**src/source/fetch_pkg.sv**
```systemverilog
package fetch_pkg;

    // one machine word, data and address alike
    localparam int XLEN = 32;

    typedef logic [XLEN-1:0] addr_t;
    typedef logic [XLEN-1:0] inst_t;

    // rresp codes, slverr and decerr mark a failed fetch
    typedef enum logic [1:0] {
        OKAY   = 2'b00,
        EXOKAY = 2'b01,
        SLVERR = 2'b10,
        DECERR = 2'b11
    } axi_resp_e;

    // arprot for fetches: instruction, secure, privileged
    localparam logic [2:0] AR_PROT_FETCH = 3'b101;

    typedef struct packed {
        logic       valid;
        addr_t      addr;
        logic [2:0] prot;
    } axi_ar_t;

    typedef struct packed {
        logic      valid;
        inst_t     data;
        axi_resp_e resp;
    } axi_r_t;

    // branch redirect from the back end
    typedef struct packed {
        logic  valid;
        addr_t target;
    } redirect_t;

    // one fetched word with its address, handed to decode
    typedef struct packed {
        addr_t pc;
        inst_t inst;
        logic  err;
    } fetch_pkt_t;

endpackage

```
**src/source/fetch_buffer.sv**
```systemverilog
module fetch_buffer import fetch_pkg::*; #(
    parameter int  BUF_DEPTH = 4,
    localparam int CNT_W     = $clog2(BUF_DEPTH + 1)
) (
    input  logic             clk,
    input  logic             arst_n_i,
    input  redirect_t        redirect_i,
    input  logic             push_i,
    input  fetch_pkt_t       push_pkt_i,
    output logic [CNT_W-1:0] level_o,
    output fetch_pkt_t       fetch_pkt_o,
    output logic             fetch_valid_o,
    input  logic             fetch_ready_i
);

    localparam int PTR_W = $clog2(BUF_DEPTH);

    // packet storage, head sits at rd_ptr_q
    fetch_pkt_t       mem [BUF_DEPTH];
    logic [PTR_W-1:0] wr_ptr_q;
    logic [PTR_W-1:0] rd_ptr_q;
    logic [CNT_W-1:0] level_q;
    logic             pop;

    // decode handshake
    assign fetch_valid_o = (level_q != '0);
    assign pop           = fetch_valid_o & fetch_ready_i;

    // head entry is only rewritten once it has been popped
    assign fetch_pkt_o   = mem[rd_ptr_q];
    assign level_o       = level_q;

    // credits upstream keep a push away from a full buffer
    always_ff @(posedge clk or negedge arst_n_i) begin
        if (!arst_n_i) begin
            wr_ptr_q <= '0;
            rd_ptr_q <= '0;
            level_q  <= '0;
        end else if (redirect_i.valid) begin
            // flush drops every queued packet of the old stream
            wr_ptr_q <= '0;
            rd_ptr_q <= '0;
            level_q  <= '0;
        end else begin
            if (push_i) begin
                wr_ptr_q <= wr_ptr_q + 1'b1;
            end
            if (pop) begin
                rd_ptr_q <= rd_ptr_q + 1'b1;
            end
            // net change of one, or none when both happen
            level_q <= level_q + CNT_W'(push_i) - CNT_W'(pop);
        end
    end

    always_ff @(posedge clk) begin
        if (push_i) begin
            mem[wr_ptr_q] <= push_pkt_i;
        end
    end

endmodule

```
**src/source/fetch_issue.sv**
```systemverilog
module fetch_issue import fetch_pkg::*; #(
    parameter addr_t RESET_PC = 32'h0000_1000
) (
    input  logic      clk,
    input  logic      arst_n_i,
    input  redirect_t redirect_i,
    input  logic      issue_ok_i,
    input  logic      arready_i,
    output axi_ar_t   axi_ar_o,
    output logic      ar_accept_o,
    output addr_t     ar_addr_o
);

    // pc_q is the address of the current or next request
    addr_t pc_q;
    logic  ar_valid_q;
    // redirect seen while an AR was held, applied on its accept
    logic  redir_pend_q;
    addr_t redir_tgt_q;
    logic  accept;

    assign accept = ar_valid_q & arready_i;

    // held request keeps valid and addr until the handshake
    always_ff @(posedge clk or negedge arst_n_i) begin
        if (!arst_n_i) begin
            ar_valid_q <= 1'b0;
        end else if (accept) begin
            ar_valid_q <= 1'b0;
        end else if (!ar_valid_q && issue_ok_i) begin
            ar_valid_q <= 1'b1;
        end
    end

    always_ff @(posedge clk or negedge arst_n_i) begin
        if (!arst_n_i) begin
            pc_q         <= RESET_PC;
            redir_pend_q <= 1'b0;
        end else if (accept) begin
            // newest redirect wins over a pending one
            if (redirect_i.valid) begin
                pc_q <= redirect_i.target;
            end else if (redir_pend_q) begin
                pc_q <= redir_tgt_q;
            end else begin
                pc_q <= pc_q + addr_t'(4);
            end
            redir_pend_q <= 1'b0;
        end else if (redirect_i.valid) begin
            // addr must not move under a held AR
            if (ar_valid_q) begin
                redir_pend_q <= 1'b1;
            end else begin
                pc_q <= redirect_i.target;
            end
        end
    end

    always_ff @(posedge clk) begin
        if (redirect_i.valid) begin
            redir_tgt_q <= redirect_i.target;
        end
    end

    assign axi_ar_o    = '{valid: ar_valid_q, addr: pc_q, prot: AR_PROT_FETCH};
    assign ar_accept_o = accept;
    // address goes to the return side queue on accept
    assign ar_addr_o   = pc_q;

endmodule

```
**src/source/fetch_return.sv**
```systemverilog
module fetch_return import fetch_pkg::*; #(
    parameter int  BUF_DEPTH = 4,
    localparam int CNT_W     = $clog2(BUF_DEPTH + 1)
) (
    input  logic             clk,
    input  logic             arst_n_i,
    input  redirect_t        redirect_i,
    input  logic             ar_accept_i,
    input  addr_t            ar_addr_i,
    input  logic             axi_ar_valid_i,
    input  axi_r_t           axi_r_i,
    output logic             rready_o,
    input  logic [CNT_W-1:0] buf_level_i,
    output logic             issue_ok_o,
    output logic             push_o,
    output fetch_pkt_t       push_pkt_o
);

    localparam int PTR_W = $clog2(BUF_DEPTH);

    // accepted requests still waiting for their response
    logic [CNT_W-1:0] outstanding_q;
    // responses still to be thrown away after a redirect
    logic [CNT_W-1:0] stale_q;
    logic [CNT_W-1:0] free_slots;
    logic [CNT_W:0]   committed;
    logic             rready_q;
    logic             r_hs;
    logic             live;
    logic             resp_err;

    // addresses of accepted ARs, oldest at the read pointer
    addr_t            aq_mem [BUF_DEPTH];
    logic [PTR_W-1:0] aq_wr_ptr_q;
    logic [PTR_W-1:0] aq_rd_ptr_q;

    // ready comes up once out of reset and stays up
    always_ff @(posedge clk or negedge arst_n_i) begin
        if (!arst_n_i) begin
            rready_q <= 1'b0;
        end else begin
            rready_q <= 1'b1;
        end
    end

    assign rready_o = rready_q;
    assign r_hs     = axi_r_i.valid & rready_q;

    // a response in the redirect cycle itself is old stream too
    assign live     = (stale_q == '0) & ~redirect_i.valid;
    assign resp_err = (axi_r_i.resp == SLVERR) || (axi_r_i.resp == DECERR);

    assign push_o     = r_hs & live;
    assign push_pkt_o = '{pc: aq_mem[aq_rd_ptr_q], inst: axi_r_i.data, err: resp_err};

    // credit check, a held AR already owns a slot
    assign free_slots = CNT_W'(BUF_DEPTH) - buf_level_i;
    assign committed  = {1'b0, outstanding_q} + (CNT_W + 1)'(axi_ar_valid_i);
    assign issue_ok_o = {1'b0, free_slots} > committed;

    always_ff @(posedge clk or negedge arst_n_i) begin
        if (!arst_n_i) begin
            outstanding_q <= '0;
            stale_q       <= '0;
        end else begin
            outstanding_q <= outstanding_q + CNT_W'(ar_accept_i) - CNT_W'(r_hs);
            if (redirect_i.valid) begin
                // everything accepted or held so far turns stale
                stale_q <= outstanding_q + CNT_W'(axi_ar_valid_i) - CNT_W'(r_hs);
            end else if (r_hs && stale_q != '0) begin
                stale_q <= stale_q - 1'b1;
            end
        end
    end

    // every response pops its address, stale or not
    always_ff @(posedge clk or negedge arst_n_i) begin
        if (!arst_n_i) begin
            aq_wr_ptr_q <= '0;
            aq_rd_ptr_q <= '0;
        end else begin
            if (ar_accept_i) begin
                aq_wr_ptr_q <= aq_wr_ptr_q + 1'b1;
            end
            if (r_hs) begin
                aq_rd_ptr_q <= aq_rd_ptr_q + 1'b1;
            end
        end
    end

    always_ff @(posedge clk) begin
        if (ar_accept_i) begin
            aq_mem[aq_wr_ptr_q] <= ar_addr_i;
        end
    end

endmodule

```
**src/source/fetch_top.sv**
```systemverilog
module fetch_top import fetch_pkg::*; #(
    parameter int    BUF_DEPTH = 4,
    parameter addr_t RESET_PC  = 32'h0000_1000
) (
    input  logic       clk,
    input  logic       arst_n_i,
    output axi_ar_t    axi_ar_o,
    input  logic       arready_i,
    input  axi_r_t     axi_r_i,
    output logic       rready_o,
    input  redirect_t  redirect_i,
    output fetch_pkt_t fetch_pkt_o,
    output logic       fetch_valid_o,
    input  logic       fetch_ready_i
);

    localparam int CNT_W = $clog2(BUF_DEPTH + 1);

    // issue side to return side
    logic             ar_accept;
    addr_t            ar_addr;
    logic             issue_ok;
    // return side to buffer
    logic             push;
    fetch_pkt_t       push_pkt;
    logic [CNT_W-1:0] buf_level;

    // pc and AR channel
    fetch_issue #(
        .RESET_PC(RESET_PC)
    ) fetch_issue_i (
        .clk        (clk),
        .arst_n_i   (arst_n_i),
        .redirect_i (redirect_i),
        .issue_ok_i (issue_ok),
        .arready_i  (arready_i),
        .axi_ar_o   (axi_ar_o),
        .ar_accept_o(ar_accept),
        .ar_addr_o  (ar_addr)
    );

    // R channel, stale drop and credits
    fetch_return #(
        .BUF_DEPTH(BUF_DEPTH)
    ) fetch_return_i (
        .clk           (clk),
        .arst_n_i      (arst_n_i),
        .redirect_i    (redirect_i),
        .ar_accept_i   (ar_accept),
        .ar_addr_i     (ar_addr),
        .axi_ar_valid_i(axi_ar_o.valid),
        .axi_r_i       (axi_r_i),
        .rready_o      (rready_o),
        .buf_level_i   (buf_level),
        .issue_ok_o    (issue_ok),
        .push_o        (push),
        .push_pkt_o    (push_pkt)
    );

    // packet queue toward decode
    fetch_buffer #(
        .BUF_DEPTH(BUF_DEPTH)
    ) fetch_buffer_i (
        .clk          (clk),
        .arst_n_i     (arst_n_i),
        .redirect_i   (redirect_i),
        .push_i       (push),
        .push_pkt_i   (push_pkt),
        .level_o      (buf_level),
        .fetch_pkt_o  (fetch_pkt_o),
        .fetch_valid_o(fetch_valid_o),
        .fetch_ready_i(fetch_ready_i)
    );

endmodule

```
**config.mk**
```make
export PLATFORM = sky130hd
export DESIGN_NAME = fetch_top
export DESIGN_NICKNAME = d
export VERILOG_FILES = /design/src/source/fetch_pkg.sv /design/src/source/fetch_buffer.sv /design/src/source/fetch_issue.sv /design/src/source/fetch_return.sv /design/src/source/fetch_top.sv
export SDC_FILE = /design/constraint.sdc
export NUM_CORES = 1
export LEC_CHECK = 0
export ABC_CLOCK_PERIOD_IN_PS = 7100
export BUFFER_PORTS_ARGS = -buffer_cell sky130_fd_sc_hd__clkbuf_2
export CAP_MARGIN = 20
export CORE_UTILIZATION = 50
export DETAILED_ROUTE_END_ITERATION = 16
export GPL_TIMING_DRIVEN = 0
export PLACE_DENSITY = 0.67
export SYNTH_ARGS = -nofsm -noshare
export SYNTH_HDL_FRONTEND = slang
export SYNTH_SLANG_ARGS = --single-unit
```
**constraint.sdc**
```tcl
create_clock -name clk -period 7.1 [get_ports clk]
set_clock_uncertainty 0.05 [all_clocks]
set_input_delay 1.775 -clock clk [delete_from_list [all_inputs] [get_ports clk]]
set_output_delay 1.775 -clock clk [all_outputs]
set_load 0.01 [all_outputs]
```
Word level (Yosys, flattened, before mapping)
Memory sizes are Yosys's and may differ from the RTL's.
Index checks and enable logic that the tools add are counted.

storage, ports and cells
  register bits = 84
  memory bits (writable) = 388
  bits of input ports = 72
  output and inout bits = 103
  logic and storage cells = 74
  memories kept = 2

operators by class
  $add $sub $neg = 14
  $lt $le $gt $ge = 1
  equal/unequal tests = 3
  mux-type cells = 21
  bitwise logic cells = 6
  reduce and logical (&&, ||, !) cells = 15

memory list
  memory                 words  bits a word  read ports  clocked after Yosys merged registers in  write ports  RTL line            RTL
  fetch_buffer_i.mem     4      65           1           0                                        1            fetch_buffer.sv:19  fetch_pkt_t mem [BUF_DEPTH];
  fetch_return_i.aq_mem  4      32           1           0                                        1            fetch_return.sv:33  addr_t aq_mem [BUF_DEPTH];

operators with widths
  cell                                                                     count
  32-bit two-way mux                                                       5
  32-bit by 3-bit adder with 32-bit output, second input constant          1
  2-bit nonzero test                                                       6
  3-bit by 1-bit adder with 3-bit output                                   3
  1-bit two-way mux                                                        9
  3-bit two-way mux                                                        3
  3-bit by 1-bit subtractor with 3-bit output                              3
  2-bit by 1-bit adder with 2-bit output, second input constant            4
  2-bit two-way mux                                                        4
  3-bit nonzero test                                                       2
  1-bit AND                                                                5
  3-bit by 1-bit adder with 4-bit output                                   1
  2-bit == test, second input constant                                     2
  3-bit by 4-bit > comparator with 1-bit output                            1
  2-bit AND reduction                                                      2
  3-bit logical NOT                                                        1
  3-bit by 1-bit subtractor with 3-bit output, second input constant       1
  3-bit subtractor, first input constant                                   1
  1-bit logical AND                                                        2
  2-bit by 1-bit inequality test with 1-bit output, second input constant  1
  1-bit logical NOT                                                        1
  1-bit logical OR                                                         1
  1-bit NOT                                                                1

Depth between registers and ports, before layout
  word-level depth = 6
  mapped depth = 13
  mapped depth without buffers = 13

Cells and area by module
From an unflattened synthesis, not the netlist that was laid out.

unflattened totals
  cells, all modules = 1003
  area, all modules = 19112.1 um2

modules (own cells, without submodules)
  module        instances  cells each  area each (um2)  sequential area each (um2)
  fetch_buffer  1          381         9850.7           7982.7
  fetch_return  1          281         5721.7           4119.0
  fetch_issue   1          341         3539.6           1813.0

Worst setup path after synthesis
Ideal clock, no wire load.

  path kind = in2reg
  from = in redirect_i[32] (netlist name)
  to = mem fetch_buffer_i.mem[0][0] (netlist name), enable pin
  setup time = 0.430 ns
  arrival = 3.862 ns
  data required time = 6.620 ns
  setup slack = 2.758 ns
  cell stages on the path = 4
  buffers on the path = 2
  path through = clkbuf_1 -> clkbuf_1 -> nor2_1 -> and2_1

between the ends
  word-level cells in the longest chain between the ends = 5

RTL lines
  element                                  RTL line            RTL
  start: declaration                       fetch_top.sv:11     input redirect_t redirect_i,
  1-bit NOT                                fetch_return.sv:50  assign live = (stale_q == '0) & ~redirect_i.valid;
  1-bit AND                                fetch_return.sv:50
  1-bit AND                                fetch_return.sv:53  assign push_o = r_hs & live;
  1-bit two-way mux                        fetch_buffer.sv:57  if (push_i) begin
  1-bit two-way mux (not written as such)  fetch_buffer.sv:58  mem[wr_ptr_q] <= push_pkt_i;
  end: declaration                         fetch_buffer.sv:19

Every way passes these cells.

==> run summary <==
Worst setup path
• crit path launch type: flop
• delay of the slowest cell on the worst path: 610 ps
• CP Capture Type: primary output
• critical path required time: 5280 ps
• Critical path buffers and inverters: 4
• Worst R2R Path Depth: 13
• most numerous cell on the critical path: buf_2
• arrival time worst endpoint: 2640 ps
• Worst path top cell family by delay: buffers and inverters
• chain of cells forming the critical path: clkbuf_1, buf_2, buf_2, mux4_2, clkbuf_2
• master of the slowest instance on the critical path: mux4_2
• type of the worst setup path: reg -> out
• worst r2r dst: fetch_buffer_i.level_o[2]$_DFF_PN0_
• biggest fanout along the worst timing path: 10
• startpoint of the worst register-to-register path: fetch_return_i.stale_q[0]$_DFFE_PN0P_
• slack of the worst reg-to-reg path: 4530 ps

Synth
• proportion of register bits with asynchronous set or reset after synthesis: 11.0%
• number of flops mapped to enable cells by yosys: 420
• cell area after synthesis: 0.0186 mm2
• count of warnings emitted by yosys: 0
• flip-flop and latch count after synthesis: 472
• sequential share of the synthesized area: 74.7%
• Avg Cell Area, Syn: 19.2 um2
• count of cell types in the netlist: 54
• post-synthesis instance total: 970
• Most used DFF post-synth: edfxtp_1

Drt
• post-detailed-route wirelength per cell: 21.7 um
• number of vias after detailed routing: 9615
• antenna viol nets, final: 0
• number of DRC violations after detailed-routing iteration 0: 659
• final wirelength: 36800 um
• residual DRC count: 0
• detailed-route vias per instance: 5.68
• first-pass detailed-route iteration total: 5

Placed design
• count of port buffers added during placement: 168
• placed insts: 1612
• detailed placement HPWL: 23600 um
• global placer's final weighted congestion: 0.866

Timing
• Final Hold Viols: 0
• worst hold slack after final layout: 492 ps
• min cycle time layout: 4460 ps
• unrepaired setup endpoints after global routing: false
• achievable frequency: 224 MHz
• fin. max-slew vios: 0
• Setup Viol. Count Final: 0
• Setup TNS: 0 ps
• worst slew margin relative to its limit: 41.4%
• part of the cycle the worst path needs: 62.9%
• actual slew at the worst max-slew pin: 879 ps

Power
• internal cell power: 5.81 mW
• power density of the placed cells: 384 mW/mm2
• switching power as a share of total power: 30.1%
• sequential share of power: 46.5%
• sw power: 2.50 mW
• Gate power share: 25.3%
• worst vdd ir: 0.224 mV
• leakage power figure: 7.48 nW
• clock group share of total power: 28.2%

Global routing
• pin count of the biggest net entering global routing: 59
• grt total ovfl: 0
• Total GRT Usage: 19.8%
• initial antenna violation count: 0
• global-route wire length before repair: 57000 um
• via count of the first global-routing pass: 9946

Floorplanning
• area of the core region: 0.0366 mm2
• die area: 0.0380 mm2
• IO Count: 175
• Die H: 195 um
• placement row count: 70
• width of the chip: 195 um
• Initial Utilization: 50.8%

Final layout
• antenna diode count: 0
• share of post-route cells with drive strength above 1: 30.3%
• area growth from synthesis to layout: 16.2%
• filler-free cell count of the finished design: 1694
• number of nets in the layout: 1292
• number of inserted filler cells in the final layout: 2757
• final standard cell utilization of the core: 59.1%

Min path
• cell count of the worst hold path: 2
• Hold Crit Start: fetch_issue_i.redir_tgt_q[13]$_DFFE_PP_
• type of the tightest min-delay check: reg -> reg
• endpoint of the worst hold path: fetch_issue_i.ar_addr_o[13]$_DFFE_PN0P_

Clock network
• Post-CTS Hold Fix Bufs: 0
• count of H-tree levels built during CTS: 2
• number of instances resized during post-cts repair: 0
• Post-CTS Setup Repair Bufs: 0
• # clock sinks: 472
• clk_lat worst skew: 560 ps
• clock slew seen by the registers of the worst setup and hold paths: 60 ps
• number of clock buffers inserted by TritonCTS: 47
• largest buffer count on any clock path: 3
• CTS root buffer: clkbuf_16
• CTS tree: built

Status
• run status: finished, final reports clean

Flow run
• max cap viols: 0

how the worst max path moves through the flow:
stage	slack, ps	start	to	depth (start not counted)
after floorplan	2760	redirect_i[32]	fetch_buffer_i.mem[0][0]$_DFFE_PP_	4
after global placement	600	redirect_i[32]	fetch_buffer_i.mem[2][22]$_DFFE_PP_	5
after detailed placement	2270	redirect_i[32]	fetch_buffer_i.level_o[2]$_DFF_PN0_	12
after CTS	2540	fetch_buffer_i.rd_ptr_q[0]$_DFFE_PN0P_	fetch_pkt_o[44]	5
after global routing	2450	fetch_buffer_i.rd_ptr_q[0]$_DFFE_PN0P_	fetch_pkt_o[44]	5
final	2640	fetch_buffer_i.rd_ptr_q[0]$_DFFE_PN0P_	fetch_pkt_o[44]	5
sequential cells by signal, summed over array words and instances (netlist names):
register and flops:
fetch_return_i.stale_q 3, fetch_return_i.outstanding_q 3, fetch_issue_i.ar_valid_q 1, fetch_return_i.aq_rd_ptr_q 2, fetch_buffer_i.level_o 3, fetch_return_i.aq_mem 128, fetch_buffer_i.wr_ptr_q 2, fetch_buffer_i.mem 260
fetch_return_i.rready_o 1, fetch_buffer_i.rd_ptr_q 2, fetch_issue_i.redir_tgt_q 32, fetch_return_i.aq_wr_ptr_q 2, fetch_issue_i.redir_pend_q 1, fetch_issue_i.ar_addr_o 32
cell families after synthesis:
kind of cell / share of synthesized area (%)
xor+xnor: 1.46
fa+ha+maj: 1.94
mux: 12.1
simple gates: 3.75
flops: 74.7
buf+inv: 1.81
compound gates: 4.13
other cells: 0.0403
power groups by stage:
stage	Combinational (mW)	Clock [mW]	Sequential, mW
final	2.10	2.34	3.86
after global routing	2.31	2.50	3.90
after CTS	2.14	2.39	3.86
after detailed placement	2.13	0	3.92
after global placement	2.09	0	3.90
after floorplan	1.41	0	3.83
per-stage QoR:
step | total power, mW | area, um2 | worst slack [ps]
after floorplan | 5.24 | 18600 | 2760
after global placement | 5.99 | 20000 | 601
after detailed placement | 6.05 | 20200 | 2270
after CTS | 8.39 | 21600 | 2540
after global routing | 8.72 | 21600 | 2450
final | 8.31 | 21600 | 2640
worst register-to-register path, cell delays in order (launching register included):
cell and delay (ps):
dfrtp_1 390, inv_1 80, ha_1 130, nor2b_1 150
nand2_1 130, nor2_1 310, inv_1 80, ha_1 270
inv_1 60, ha_1 130, inv_1 50, fa_1 370
xnor2_1 170, nor2_1 60
cells in the final DEF (no fill, tap or decap), drive strengths merged, types with 3 or more instances in the layout:
| cell | count |
|---|---|
| ha | 24 |
| a221oi | 4 |
| o21ai | 28 |
| nor2b | 6 |
| nand2 | 31 |
| and2 | 5 |
| clkinv | 14 |
| mux4 | 97 |
| inv | 31 |
| nand4 | 15 |
| conb | 4 |
| and3 | 9 |
| buf | 27 |
| mux2i | 6 |
| dfrtp | 51 |
| nor3 | 8 |
| edfxtp | 420 |
| o22ai | 23 |
| a32o | 9 |
| a31oi | 3 |
| a21oi | 38 |
| clkbuf | 258 |
| bufinv | 3 |
| xnor2 | 12 |
| fa | 3 |
| xor2 | 19 |
| nand2b | 3 |
| nor2 | 27 |
| nand3 | 23 |
routing by layer:
metal,vias to the layer above,global-route usage [%],share of wire (%)
met5,-,0,0
met4,0,5.45,2.2
met3,58,3.80,6.4
met2,350,31.8,48
met1,4845,28.0,43
li1,4362,-,-
cell type report:
cell class | instances | area, um2 | area share, %
plain buffers | 51 | 225 | 1.04
clock buffers | 62 | 1270 | 5.88
clock inverters | 20 | 174 | 0.804
inverters | 30 | 113 | 0.521
multi-input cells | 419 | 4390 | 20.3
flip-flops and latches | 472 | 13900 | 64.4
well taps | 468 | 586 | 2.71
repair buffers | 172 | 953 | 4.41
cells in the mapped netlist, types with 2 or more instances:
| master | number | share of area [%] |
|---|---|---|
| edfxtp_1 | 420 | 68 |
| mux4_2 | 97 | 12 |
| dfrtp_1 | 51 | 6.9 |
| a21oi_1 | 38 | 1.0 |
| nand2_1 | 31 | 0.63 |
| inv_1 | 29 | 0.58 |
| clkbuf_1 | 28 | 0.56 |
| o21ai_0 | 27 | 0.73 |
| nor2_1 | 26 | 0.52 |
| ha_1 | 24 | 1.6 |
| nand3_1 | 23 | 0.62 |
| o22ai_1 | 23 | 0.77 |
| xor2_1 | 19 | 0.89 |
| buf_2 | 15 | 0.40 |
| nand4_1 | 13 | 0.44 |
| xnor2_1 | 12 | 0.56 |
| a32o_1 | 9 | 0.48 |
| and3_1 | 9 | 0.30 |
| nor3_1 | 7 | 0.19 |
| mux2i_1 | 6 | 0.32 |
| nor2b_1 | 6 | 0.20 |
| and2_1 | 5 | 0.17 |
| buf_1 | 4 | 0.081 |
| buf_4 | 4 | 0.16 |
| a31oi_1 | 3 | 0.10 |
| fa_1 | 3 | 0.32 |
| nand2b_1 | 3 | 0.10 |
| a211oi_1 | 2 | 0.081 |
| a221oi_1 | 2 | 0.094 |
| a221oi_2 | 2 | 0.16 |
| conb_1 | 2 | 0.040 |
| nand4_4 | 2 | 0.23 |
| o221a_2 | 2 | 0.12 |
| o221ai_1 | 2 | 0.094 |
| o31ai_1 | 2 | 0.081 |
Note: power is estimated with default switching activity, not from simulation.
